<file path="config.mk">
export PLATFORM = sky130hd
export DESIGN_NAME = dual_sd_adc_top
export DESIGN_NICKNAME = d
export VERILOG_FILES = /design/src/dual_sd_adc_pkg.sv /design/src/sd_digitizer.sv /design/src/spi_setpoint_rx.sv /design/src/pwm_tracker.sv /design/src/hex_dump_tx.sv /design/src/dual_sd_adc_top.sv
export SDC_FILE = /design/constraint.sdc
export NUM_CORES = 1
export LEC_CHECK = 0
export ABC_AREA = 1
export BUFFER_PORTS_ARGS = -buffer_cell sky130_fd_sc_hd__buf_4
export CORE_ASPECT_RATIO = 0.8
export CORE_UTILIZATION = 35
export DETAILED_ROUTE_END_ITERATION = 7
export GPL_ROUTABILITY_DRIVEN = 0
export PLACE_DENSITY = 0.52
export SYNTH_ARGS = -nofsm -noshare
export SYNTH_HDL_FRONTEND = slang
export SYNTH_SLANG_ARGS = --single-unit
</file>
<file path="constraint.sdc">
create_clock -name clk -period 3.3 [get_ports clk]
set_input_delay 0.33 -clock clk [delete_from_list [all_inputs] [get_ports clk]]
set_output_delay 0.33 -clock clk [all_outputs]
set_load 0.005 [all_outputs]
</file>
<file path="src/dual_sd_adc_pkg.sv">
`default_nettype none

package dual_sd_adc_pkg;

    // Width of one decimated sample.
    localparam int SAMPLE_W = 8;

    // Decimation window, in clocks.
    localparam int WINDOW_LEN = 256;
    localparam int WINDOW_W = 8;

    // PWM counter and duty width.
    localparam int PWM_W = 8;

    // Bits per SPI transfer.
    localparam int SPI_BITS = 8;

    // UART bit time in clocks.
    // One dump line of five characters takes 200 clocks, well inside a window.
    localparam int CLKS_PER_BIT = 4;

    // Characters per dump line: four hex digits and a line feed.
    localparam int UART_CHARS = 5;

endpackage

`default_nettype wire

</file>
<file path="src/sd_digitizer.sv">
`timescale 1ns/1ps
`default_nettype none

module sd_digitizer
    import dual_sd_adc_pkg::*;
(
    input  wire logic                clk,
    input  wire logic                i_reset,
    input  wire logic                i_lvds,
    output logic                     o_comp,
    output logic [SAMPLE_W-1:0]      o_sample,
    output logic                     o_sample_stb
);

    logic                comp_meta;
    logic [WINDOW_W-1:0] win_cnt;
    logic [SAMPLE_W-1:0] acc;
    logic [SAMPLE_W:0]   sum;
    logic                win_last;

    // Two-stage synchronizer; the second stage also drives the RC feedback.
    always_ff @(posedge clk) begin
        comp_meta <= i_lvds;
        o_comp    <= comp_meta;
    end

    assign win_last = (win_cnt == WINDOW_W'(WINDOW_LEN - 1));
    assign sum      = {1'b0, acc} + (SAMPLE_W + 1)'(o_comp);

    always_ff @(posedge clk) begin
        if (i_reset) begin
            win_cnt      <= '0;
            acc          <= '0;
            o_sample_stb <= 1'b0;
        end else begin
            win_cnt      <= win_cnt + 1'b1;
            o_sample_stb <= win_last;
            if (win_last) begin
                acc <= '0;
            end else begin
                acc <= sum[SAMPLE_W-1:0];
            end
        end
    end

    // A window of all ones saturates.
    always_ff @(posedge clk) begin
        if (win_last) begin
            o_sample <= sum[SAMPLE_W] ? '1 : sum[SAMPLE_W-1:0];
        end
    end

    a_stb_on_wrap: assert property (@(posedge clk) disable iff (i_reset)
        o_sample_stb |-> win_cnt == '0);

    // Ones seen so far can never outnumber the clocks elapsed in the window.
    a_acc_bound: assert property (@(posedge clk) disable iff (i_reset)
        acc <= win_cnt);

endmodule

`default_nettype wire

</file>
<file path="src/spi_setpoint_rx.sv">
`timescale 1ns/1ps
`default_nettype none

module spi_setpoint_rx
    import dual_sd_adc_pkg::*;
(
    input  wire logic                clk,
    input  wire logic                i_reset,
    input  wire logic                i_spi_sck,
    input  wire logic                i_spi_cs_n,
    input  wire logic                i_spi_mosi,
    output logic                     o_spi_miso,
    output logic [SPI_BITS-1:0]      o_setpoint,
    output logic                     o_setpoint_stb
);

    logic [1:0]                  sck_sync;
    logic [1:0]                  cs_sync;
    logic [1:0]                  mosi_sync;
    logic                        sck_q;
    logic                        cs_q;
    logic                        sck_rise;
    logic                        sck_fall;
    logic                        cs_fall;
    logic                        cs_low;
    logic [SPI_BITS-1:0]         rx_shift;
    logic [SPI_BITS-1:0]         tx_shift;
    logic [$clog2(SPI_BITS)-1:0] bit_cnt;

    // Synchronizers start from the bus idle levels.
    always_ff @(posedge clk) begin
        if (i_reset) begin
            sck_sync <= 2'b00;
            cs_sync  <= 2'b11;
            sck_q    <= 1'b0;
            cs_q     <= 1'b1;
        end else begin
            sck_sync <= {sck_sync[0], i_spi_sck};
            cs_sync  <= {cs_sync[0], i_spi_cs_n};
            sck_q    <= sck_sync[1];
            cs_q     <= cs_sync[1];
        end
    end

    always_ff @(posedge clk) begin
        mosi_sync <= {mosi_sync[0], i_spi_mosi};
    end

    assign sck_rise = sck_sync[1] & ~sck_q;
    assign sck_fall = ~sck_sync[1] & sck_q;
    assign cs_fall  = ~cs_sync[1] & cs_q;
    assign cs_low   = ~cs_sync[1];

    // Receive path, MSB first. Partial bytes are dropped when CS rises.
    always_ff @(posedge clk) begin
        if (i_reset) begin
            bit_cnt        <= '0;
            o_setpoint     <= '0;
            o_setpoint_stb <= 1'b0;
        end else begin
            o_setpoint_stb <= 1'b0;
            if (!cs_low) begin
                bit_cnt <= '0;
            end else if (sck_rise) begin
                bit_cnt <= bit_cnt + 1'b1;
                if (bit_cnt == $clog2(SPI_BITS)'(SPI_BITS - 1)) begin
                    o_setpoint     <= {rx_shift[SPI_BITS-2:0], mosi_sync[1]};
                    o_setpoint_stb <= 1'b1;
                end
            end
        end
    end

    always_ff @(posedge clk) begin
        if (cs_low && sck_rise) begin
            rx_shift <= {rx_shift[SPI_BITS-2:0], mosi_sync[1]};
        end
    end

    // Echo of the previous byte, loaded at CS fall and shifted on falling SCK.
    always_ff @(posedge clk) begin
        if (i_reset) begin
            tx_shift <= '0;
        end else if (cs_fall) begin
            tx_shift <= o_setpoint;
        end else if (cs_low && sck_fall) begin
            tx_shift <= {tx_shift[SPI_BITS-2:0], 1'b0};
        end
    end

    assign o_spi_miso = tx_shift[SPI_BITS-1];

    a_stb_single: assert property (@(posedge clk) disable iff (i_reset)
        o_setpoint_stb |=> !o_setpoint_stb);

endmodule

`default_nettype wire

</file>
<file path="src/pwm_tracker.sv">
`timescale 1ns/1ps
`default_nettype none

module pwm_tracker
    import dual_sd_adc_pkg::*;
(
    input  wire logic                clk,
    input  wire logic                i_reset,
    input  wire logic [SPI_BITS-1:0] i_setpoint,
    input  wire logic                i_setpoint_stb,
    input  wire logic [SAMPLE_W-1:0] i_sample,
    input  wire logic                i_sample_stb,
    output logic                     o_pwm,
    output logic                     o_locked
);

    logic [SPI_BITS-1:0] setpoint;
    logic [PWM_W-1:0]    duty;
    logic [PWM_W-1:0]    pwm_cnt;

    always_ff @(posedge clk) begin
        if (i_reset) begin
            setpoint <= '0;
        end else if (i_setpoint_stb) begin
            setpoint <= i_setpoint;
        end
    end

    // One duty step per channel-0 sample, clamped at both ends.
    always_ff @(posedge clk) begin
        if (i_reset) begin
            duty     <= '0;
            o_locked <= 1'b0;
        end else if (i_sample_stb) begin
            o_locked <= (i_sample == setpoint);
            if (i_sample < setpoint && duty != '1) begin
                duty <= duty + 1'b1;
            end else if (i_sample > setpoint && duty != '0) begin
                duty <= duty - 1'b1;
            end
        end
    end

    always_ff @(posedge clk) begin
        if (i_reset) begin
            pwm_cnt <= '0;
            o_pwm   <= 1'b0;
        end else begin
            pwm_cnt <= pwm_cnt + 1'b1;
            o_pwm   <= (pwm_cnt < duty);
        end
    end

    a_duty_no_wrap: assert property (@(posedge clk) disable iff (i_reset)
        (duty == '0 |=> duty != '1) and (duty == '1 |=> duty != '0));

endmodule

`default_nettype wire

</file>
<file path="src/hex_dump_tx.sv">
`timescale 1ns/1ps
`default_nettype none

module hex_dump_tx
    import dual_sd_adc_pkg::*;
(
    input  wire logic                clk,
    input  wire logic                i_reset,
    input  wire logic [SAMPLE_W-1:0] i_sample0,
    input  wire logic [SAMPLE_W-1:0] i_sample1,
    input  wire logic                i_sample_stb,
    output logic                     o_uart_tx
);

    logic [SAMPLE_W-1:0]             s0;
    logic [SAMPLE_W-1:0]             s1;
    logic                            busy;
    logic [2:0]                      char_idx;
    logic [3:0]                      bit_idx;
    logic [$clog2(CLKS_PER_BIT)-1:0] clk_cnt;
    logic [8:0]                      tx_rest;
    logic                            bit_end;

    function automatic logic [7:0] hex_char(input logic [3:0] nib);
        if (nib < 4'd10) begin
            return 8'h30 + {4'h0, nib};
        end
        return 8'h37 + {4'h0, nib};
    endfunction

    // Character n of a line: two digits per channel, then line feed.
    function automatic logic [7:0] line_char(input logic [2:0] idx,
                                             input logic [SAMPLE_W-1:0] a,
                                             input logic [SAMPLE_W-1:0] b);
        case (idx)
            3'd0:    return hex_char(a[SAMPLE_W-1 -: 4]);
            3'd1:    return hex_char(a[3:0]);
            3'd2:    return hex_char(b[SAMPLE_W-1 -: 4]);
            3'd3:    return hex_char(b[3:0]);
            default: return 8'h0A;
        endcase
    endfunction

    assign bit_end = (clk_cnt == $clog2(CLKS_PER_BIT)'(CLKS_PER_BIT - 1));

    always_ff @(posedge clk) begin
        if (i_reset) begin
            busy      <= 1'b0;
            o_uart_tx <= 1'b1;
            char_idx  <= '0;
            bit_idx   <= '0;
            clk_cnt   <= '0;
        end else if (!busy) begin
            if (i_sample_stb) begin
                busy      <= 1'b1;
                o_uart_tx <= 1'b0;
                char_idx  <= '0;
                bit_idx   <= '0;
                clk_cnt   <= '0;
            end
        end else begin
            clk_cnt <= clk_cnt + 1'b1;
            if (bit_end) begin
                clk_cnt <= '0;
                if (bit_idx != 4'd9) begin
                    bit_idx   <= bit_idx + 1'b1;
                    o_uart_tx <= tx_rest[0];
                end else if (char_idx == 3'(UART_CHARS - 1)) begin
                    busy      <= 1'b0;
                    o_uart_tx <= 1'b1;
                end else begin
                    char_idx  <= char_idx + 1'b1;
                    bit_idx   <= '0;
                    o_uart_tx <= 1'b0;
                end
            end
        end
    end

    // Data bits LSB first, then the stop bit; start bit goes out directly.
    always_ff @(posedge clk) begin
        if (!busy && i_sample_stb) begin
            s0      <= i_sample0;
            s1      <= i_sample1;
            tx_rest <= {1'b1, line_char(3'd0, i_sample0, i_sample1)};
        end else if (busy && bit_end) begin
            if (bit_idx != 4'd9) begin
                tx_rest <= {1'b1, tx_rest[8:1]};
            end else begin
                tx_rest <= {1'b1, line_char(char_idx + 1'b1, s0, s1)};
            end
        end
    end

    a_idle_high: assert property (@(posedge clk) disable iff (i_reset)
        !busy |-> o_uart_tx);

endmodule

`default_nettype wire

</file>
<file path="src/dual_sd_adc_top.sv">
`timescale 1ns/1ps
`default_nettype none

module dual_sd_adc_top
    import dual_sd_adc_pkg::*;
(
    input  wire logic clk,
    input  wire logic i_reset,
    input  wire logic i_lvds0,
    input  wire logic i_lvds1,
    input  wire logic i_spi_sck,
    input  wire logic i_spi_cs_n,
    input  wire logic i_spi_mosi,
    output logic      o_comp0,
    output logic      o_comp1,
    output logic      o_spi_miso,
    output logic      o_pwm,
    output logic      o_locked,
    output logic      o_uart_tx
);

    logic [SAMPLE_W-1:0] sample0;
    logic [SAMPLE_W-1:0] sample1;
    logic                sample0_stb;
    logic [SPI_BITS-1:0] setpoint;
    logic                setpoint_stb;

    // Both channels run off the same reset, so their strobes line up.
    sd_digitizer u_dig0 (
        .clk          (clk),
        .i_reset      (i_reset),
        .i_lvds       (i_lvds0),
        .o_comp       (o_comp0),
        .o_sample     (sample0),
        .o_sample_stb (sample0_stb)
    );

    sd_digitizer u_dig1 (
        .clk          (clk),
        .i_reset      (i_reset),
        .i_lvds       (i_lvds1),
        .o_comp       (o_comp1),
        .o_sample     (sample1),
        .o_sample_stb ()
    );

    spi_setpoint_rx u_spi (
        .clk            (clk),
        .i_reset        (i_reset),
        .i_spi_sck      (i_spi_sck),
        .i_spi_cs_n     (i_spi_cs_n),
        .i_spi_mosi     (i_spi_mosi),
        .o_spi_miso     (o_spi_miso),
        .o_setpoint     (setpoint),
        .o_setpoint_stb (setpoint_stb)
    );

    pwm_tracker u_pwm (
        .clk            (clk),
        .i_reset        (i_reset),
        .i_setpoint     (setpoint),
        .i_setpoint_stb (setpoint_stb),
        .i_sample       (sample0),
        .i_sample_stb   (sample0_stb),
        .o_pwm          (o_pwm),
        .o_locked       (o_locked)
    );

    hex_dump_tx u_dump (
        .clk          (clk),
        .i_reset      (i_reset),
        .i_sample0    (sample0),
        .i_sample1    (sample1),
        .i_sample_stb (sample0_stb),
        .o_uart_tx    (o_uart_tx)
    );

endmodule

`default_nettype wire

</file>
Word level (Yosys, flattened, before mapping)
Cells that the tools add are included.
{"block": "word_totals", "input_bits": 7, "out_inout_bits": 6, "ff_bits": 150}
{"block": "classes", "addsub": 21, "eq_ne": 15, "bitwise": 7, "reduce_logical": 22, "muxes": 64, "n_lt_le_gt_ge": 8}
{"operator": "2-to-1 mux 8 bit", "count": 17}
{"operator": "adder 6 x 4 -> 7 bit, first input constant", "count": 10}
{"operator": "2-to-1 mux 1 bit", "count": 33}
{"operator": "adder 8 x 1 -> 8 bit, second input constant", "count": 4}
{"operator": "case mux 8 bit (4 select lines)", "count": 1}
{"operator": "less-than comparator 4 bit, second input constant", "count": 5}
{"operator": "2-to-1 mux 4 bit", "count": 5}
{"operator": "adder 8 x 1 -> 9 bit", "count": 2}
{"operator": "== test 8 bit, second input constant", "count": 2}
{"operator": "less-than comparator 8 bit", "count": 2}
{"operator": "2-to-1 mux 3 bit", "count": 5}
{"operator": "== test 8 bit", "count": 1}
{"operator": "> comparator 8 bit", "count": 1}
{"operator": "!= test 8 bit, second input constant", "count": 1}
{"operator": "nonzero test 2 bit", "count": 4}
{"operator": "nonzero test 8 bit", "count": 1}
{"operator": "subtractor 8 x 1 -> 8 bit, second input constant", "count": 1}
{"operator": "adder 3 x 1 -> 3 bit, second input constant", "count": 2}
{"operator": "== test 3 x 2 -> 1 bit, second input constant", "count": 2}
{"operator": "== test 3 bit, second input constant", "count": 2}
{"operator": "logical AND 1 bit", "count": 6}
{"operator": "2-to-1 mux 2 bit", "count": 3}
{"operator": "!= test 2 bit, second input constant", "count": 3}
{"operator": "AND reduction 3 bit", "count": 2}
{"operator": "other kinds (14)", "count": 22}

Logic depth before layout (Yosys ltp)
{"block": "depth", "ltp_word": 11, "mapped_depth": 20, "ltp_nobuf": 20}

By module
A second synthesis with hierarchy kept.
{"block": "hier_totals", "cells_unflattened": 894, "area_unflattened_um2": 7349.5}
{"module": "hex_dump_tx", "area_per_inst_um2": 2214.6, "seq_area_each_um2": 940.9, "n_inst": 1, "cells_per_inst": 286}
{"module": "pwm_tracker", "area_per_inst_um2": 1649.1, "seq_area_each_um2": 520.5, "n_inst": 1, "cells_per_inst": 219}
{"module": "spi_setpoint_rx", "area_per_inst_um2": 1372.6, "seq_area_each_um2": 770.7, "n_inst": 1, "cells_per_inst": 156}
{"module": "sd_digitizer (u_dig1)", "area_per_inst_um2": 1074.8, "seq_area_each_um2": 620.6, "n_inst": 1, "cells_per_inst": 118}
{"module": "sd_digitizer (u_dig0)", "area_per_inst_um2": 1038.5, "seq_area_each_um2": 620.6, "n_inst": 1, "cells_per_inst": 115}

Worst setup path after synthesis
Ideal clock, no wire load.
{"block": "synth_timing", "path_type": "register to register", "startpoint": "reg u_dig0.o_sample[5]", "endpoint": "reg u_pwm.duty[7]", "path_stages_with_launch": 16, "arrival_time_ns": 2.362, "required_time_ns": 3.185, "setup_slack_ns": 0.823, "setup_time_ns": 0.115, "path_cell_list": "edfxtp_1 ha_1 a21oi_1 nor2_1 nor2_2 nand3_2 ha_1 nand3_1 nand2_1 nand2_1 o21ai_0 nor2_1 nor2_1 nand3_1 nand2_1 nor2_1"}
{"block": "synth_via", "elab_chain_len": 4, "elab_cells_between_ends": 7, "cone_classes": "2 x order compare; 1 x mux; 4 x reduce/logical"}
{"item": "start: declaration", "line": "sd_digitizer.sv:11", "source": "output logic [SAMPLE_W-1:0] o_sample,"}
{"item": "start signal: assignment", "line": "sd_digitizer.sv:49", "source": "o_sample <= sum[SAMPLE_W] ? '1 : sum[SAMPLE_W-1:0];"}
{"item": "> comparator 8 bit or less-than comparator 8 bit (tied branches)", "line": "pwm_tracker.sv:38, pwm_tracker.sv:36"}
{"item": "logical AND 1 bit, on equally long branches", "line": "pwm_tracker.sv:38, pwm_tracker.sv:36"}
{"item": "nonzero test 2 bit (no source line)"}
{"item": "AND reduction 2 bit (no source line)"}
{"item": "end signal: assignment", "line": "pwm_tracker.sv:37", "source": "duty <= duty + 1'b1;"}
{"item": "end signal: assignment", "line": "pwm_tracker.sv:39", "source": "duty <= duty - 1'b1;"}
{"item": "end: declaration", "line": "pwm_tracker.sv:18", "source": "logic [PWM_W-1:0] duty;"}
Several ways; a longest one is shown, not always the timed one.
A chain may end at the register's enable or synchronous reset.

Worst setup path in the final report
Ends and elaborated chain as after synthesis.

==> out/results.tsv <==
metric	value	unit
status	finished clean	
wl	12.22	mm
drtAntennaViolNets	0	
cts.sinks	149	
dp_hpwl	8.716	mm
syn_area	6756	um2
avgRoutedWirePerCell	11.36	um
routed_via_density	4.494	
hold_depth	2	
finalCritPeriodShare	84.83	%
crit_fanout	11	
ys_seq_elements	149	
hold_class	in -> reg	
drt_iter0_markers	321	
ios	13	
dp_slack	0.4911	ns
start_util	35.71	%
tightestPinTransition	0.6572	ns
cp.required	3.62	ns
synth_nets	832	
seqCellArea	3453	um2
startpoint	u_dig0.o_sample[5]	
drive_gt1_share	8.313	%
core_area	18920	um2
r2r-end	u_pwm.duty[7]	
critPathArrivalTime	3.12	ns
cp-end-kind	register	
area_growth	14.67	%
synth.distinct_cells	45	
hold_viol	0	
core.rowCount	45	
period_needed	2.799	ns
grt_setup_unrepaired	no	
grt_pass1_wl	21.08	mm
vdd_drop_max	387.1	uV
drc	0	
antenna_found_initial	0	
path_class	reg -> reg	
yosysSeqAreaShare	51.11	%
r2r_start	u_dig0.o_sample[5]	
die_h	126.3	um
cts_tree	built	
cts_root_buf	clkbuf_16	
finalSetupViolations	0	
die_width	157.3	um
synth-edff-count	47	
numCtsBuffers	17	
antenna-diode-count	0	
nets	856	
hold_end	u_spi.cs_sync[0]	
vias	4836	
skew	0.007995	ns
grt_pass1_vias	4485	
startpoint_type	register	
maxCapViolCount	0	
final.setup.tns	0	ns
dr.pass1.iters	5	
reg2regPathDepth	15	
max_freq	357.2	MHz
synthArstFlopShare	0	%
multi_input_area	2819	um2
grt_overflow	0	
postCtsSetupBuffers	0	
clkTransAtPathRegs	0.07	ns
grt_max_degree	35	
drv_slew	0	
syn_avg_cell_area	8.651	um2
hold_start	i_spi_cs_n	
nFillCells	1895	
p_leak	0.003175	uW
ctsHtreeMaxLevel	4	
ys_warn_count	0	
clk_latency	0.43	ns
maxSlewHeadroom	56.03	%
clock_path_buffers	2	
synth_flop_cell	dfxtp_1	
grt_util_all_layers	13.56	%
setup_ws	0.5005	ns
p_per_area	511.9	nW/um2
reg2reg_slack	0.50	ns
dieArea	19870	um2
synthCells	781	
portBuffers	12	
==> logic make-up after synthesis <==
kind of cell / share of synthesized area [%]
XOR/XNOR: 2.593
buffers and inverters: 7.166
adder cells (fa/ha/maj): 8.259
AND/OR/NAND/NOR: 18.22
flip-flops: 51.11
AO/OA/AOI/OAI: 12.65
==> cell usage in the layout (no fill, tap or decap), drive strengths merged, types with 6 or more instances in the layout <==
cell / n
inv: 118
buf: 16
o21ai: 68
clkbuf: 18
ha: 43
nor3: 6
edfxtp: 47
dfxtp: 102
nand3: 34
xnor2: 6
a311oi: 6
xor2: 14
nor2: 123
nand2: 111
nand4: 8
a21oi: 59
==> report_power, final <==
group,internal (uW),switching [uW],leakage (uW)
Sequential,1910,14.7,0.00124
Clock,1100,846,0.000288
Combinational,41.1,60.1,0.00165
Total,3040,921,0.00318
==> layer usage <==
metal	global-route usage (%)	wire length (um)
met1	19.37	6809
met2	19.13	4902
met3	4.129	377
met4	4.797	130
met5	0	0
==> worst max path at each step <==
stage	cells past startpoint	endpoint	slack, ns
floorplan	15	u_pwm.duty[7]	0.82
global placement	15	u_pwm.duty[7]	0.59
detailed placement	15	u_pwm.duty[7]	0.49
CTS	15	u_pwm.duty[7]	0.46
global route	15	u_pwm.duty[7]	0.18
finish	15	u_pwm.duty[7]	0.50
==> cell usage after synthesis (3+ instances only) <==
| master | count | share of area [%] |
|---|---|---|
| o21ai_1 | 5 | 0.37 |
| ha_1 | 43 | 8.0 |
| nor2_1 | 119 | 6.6 |
| a21oi_1 | 57 | 4.2 |
| nand4_1 | 8 | 0.74 |
| a311oi_1 | 6 | 0.78 |
| o211ai_1 | 4 | 0.44 |
| dfxtp_1 | 102 | 30 |
| nor3_1 | 5 | 0.37 |
| a211oi_1 | 4 | 0.44 |
| nand3_1 | 32 | 2.4 |
| nand2_1 | 109 | 6.1 |
| edfxtp_1 | 47 | 21 |
| o22ai_1 | 3 | 0.28 |
| xor2_1 | 14 | 1.8 |
| inv_1 | 104 | 5.8 |
| xnor2_1 | 6 | 0.78 |
| inv_2 | 4 | 0.22 |
| o21ai_0 | 61 | 4.5 |
| nor2_2 | 3 | 0.28 |
| clkbuf_1 | 9 | 0.50 |
==> per-stage QoR <==
stage	total power (uW)	std cells	hold WS (ns)	cell area, um2	util (%)
2_1_floorplan	2032	781	0.3096	6756	-
3_3_place_gp	2062	1041	0.3115	7124	37.66
3_5_place_dp	2063	1041	0.3121	7124	37.66
4_1_cts	4022	1076	0.05794	7747	40.95
5_1_grt	4121	1076	0.05618	7747	40.95
6_report	3966	1076	0.08136	7747	40.95
==> critical path: stages, from the launching register on <==
cell,delay [ns]
edfxtp_1,0.45
ha_1,0.34
a21oi_1,0.15
nor2_1,0.06
nor2_2,0.11
nand3_2,0.25
ha_1,0.45
nand3_1,0.09
nand2_1,0.12
nand2_1,0.08
o21ai_0,0.20
nor2_1,0.07
nor2_1,0.14
nand3_1,0.08
nand2_1,0.08
nor2_1,0.04
==> what timing repair did <==
action	in CTS	in global routing
endpoints found under the hold margin	3	0
resized for setup	0	0
hold buffers	3	0
==> layout make-up <==
cell class	count	share of cell area [%]
clock inverter	14	1.986
multi-input combinational	509	36.39
clock buffer	18	5.669
sequential	149	44.57
inverter	109	5.281
timing repair buffer	19	1.938
tap	258	4.167
No activity file was read; power rests on OpenSTA's default activity.
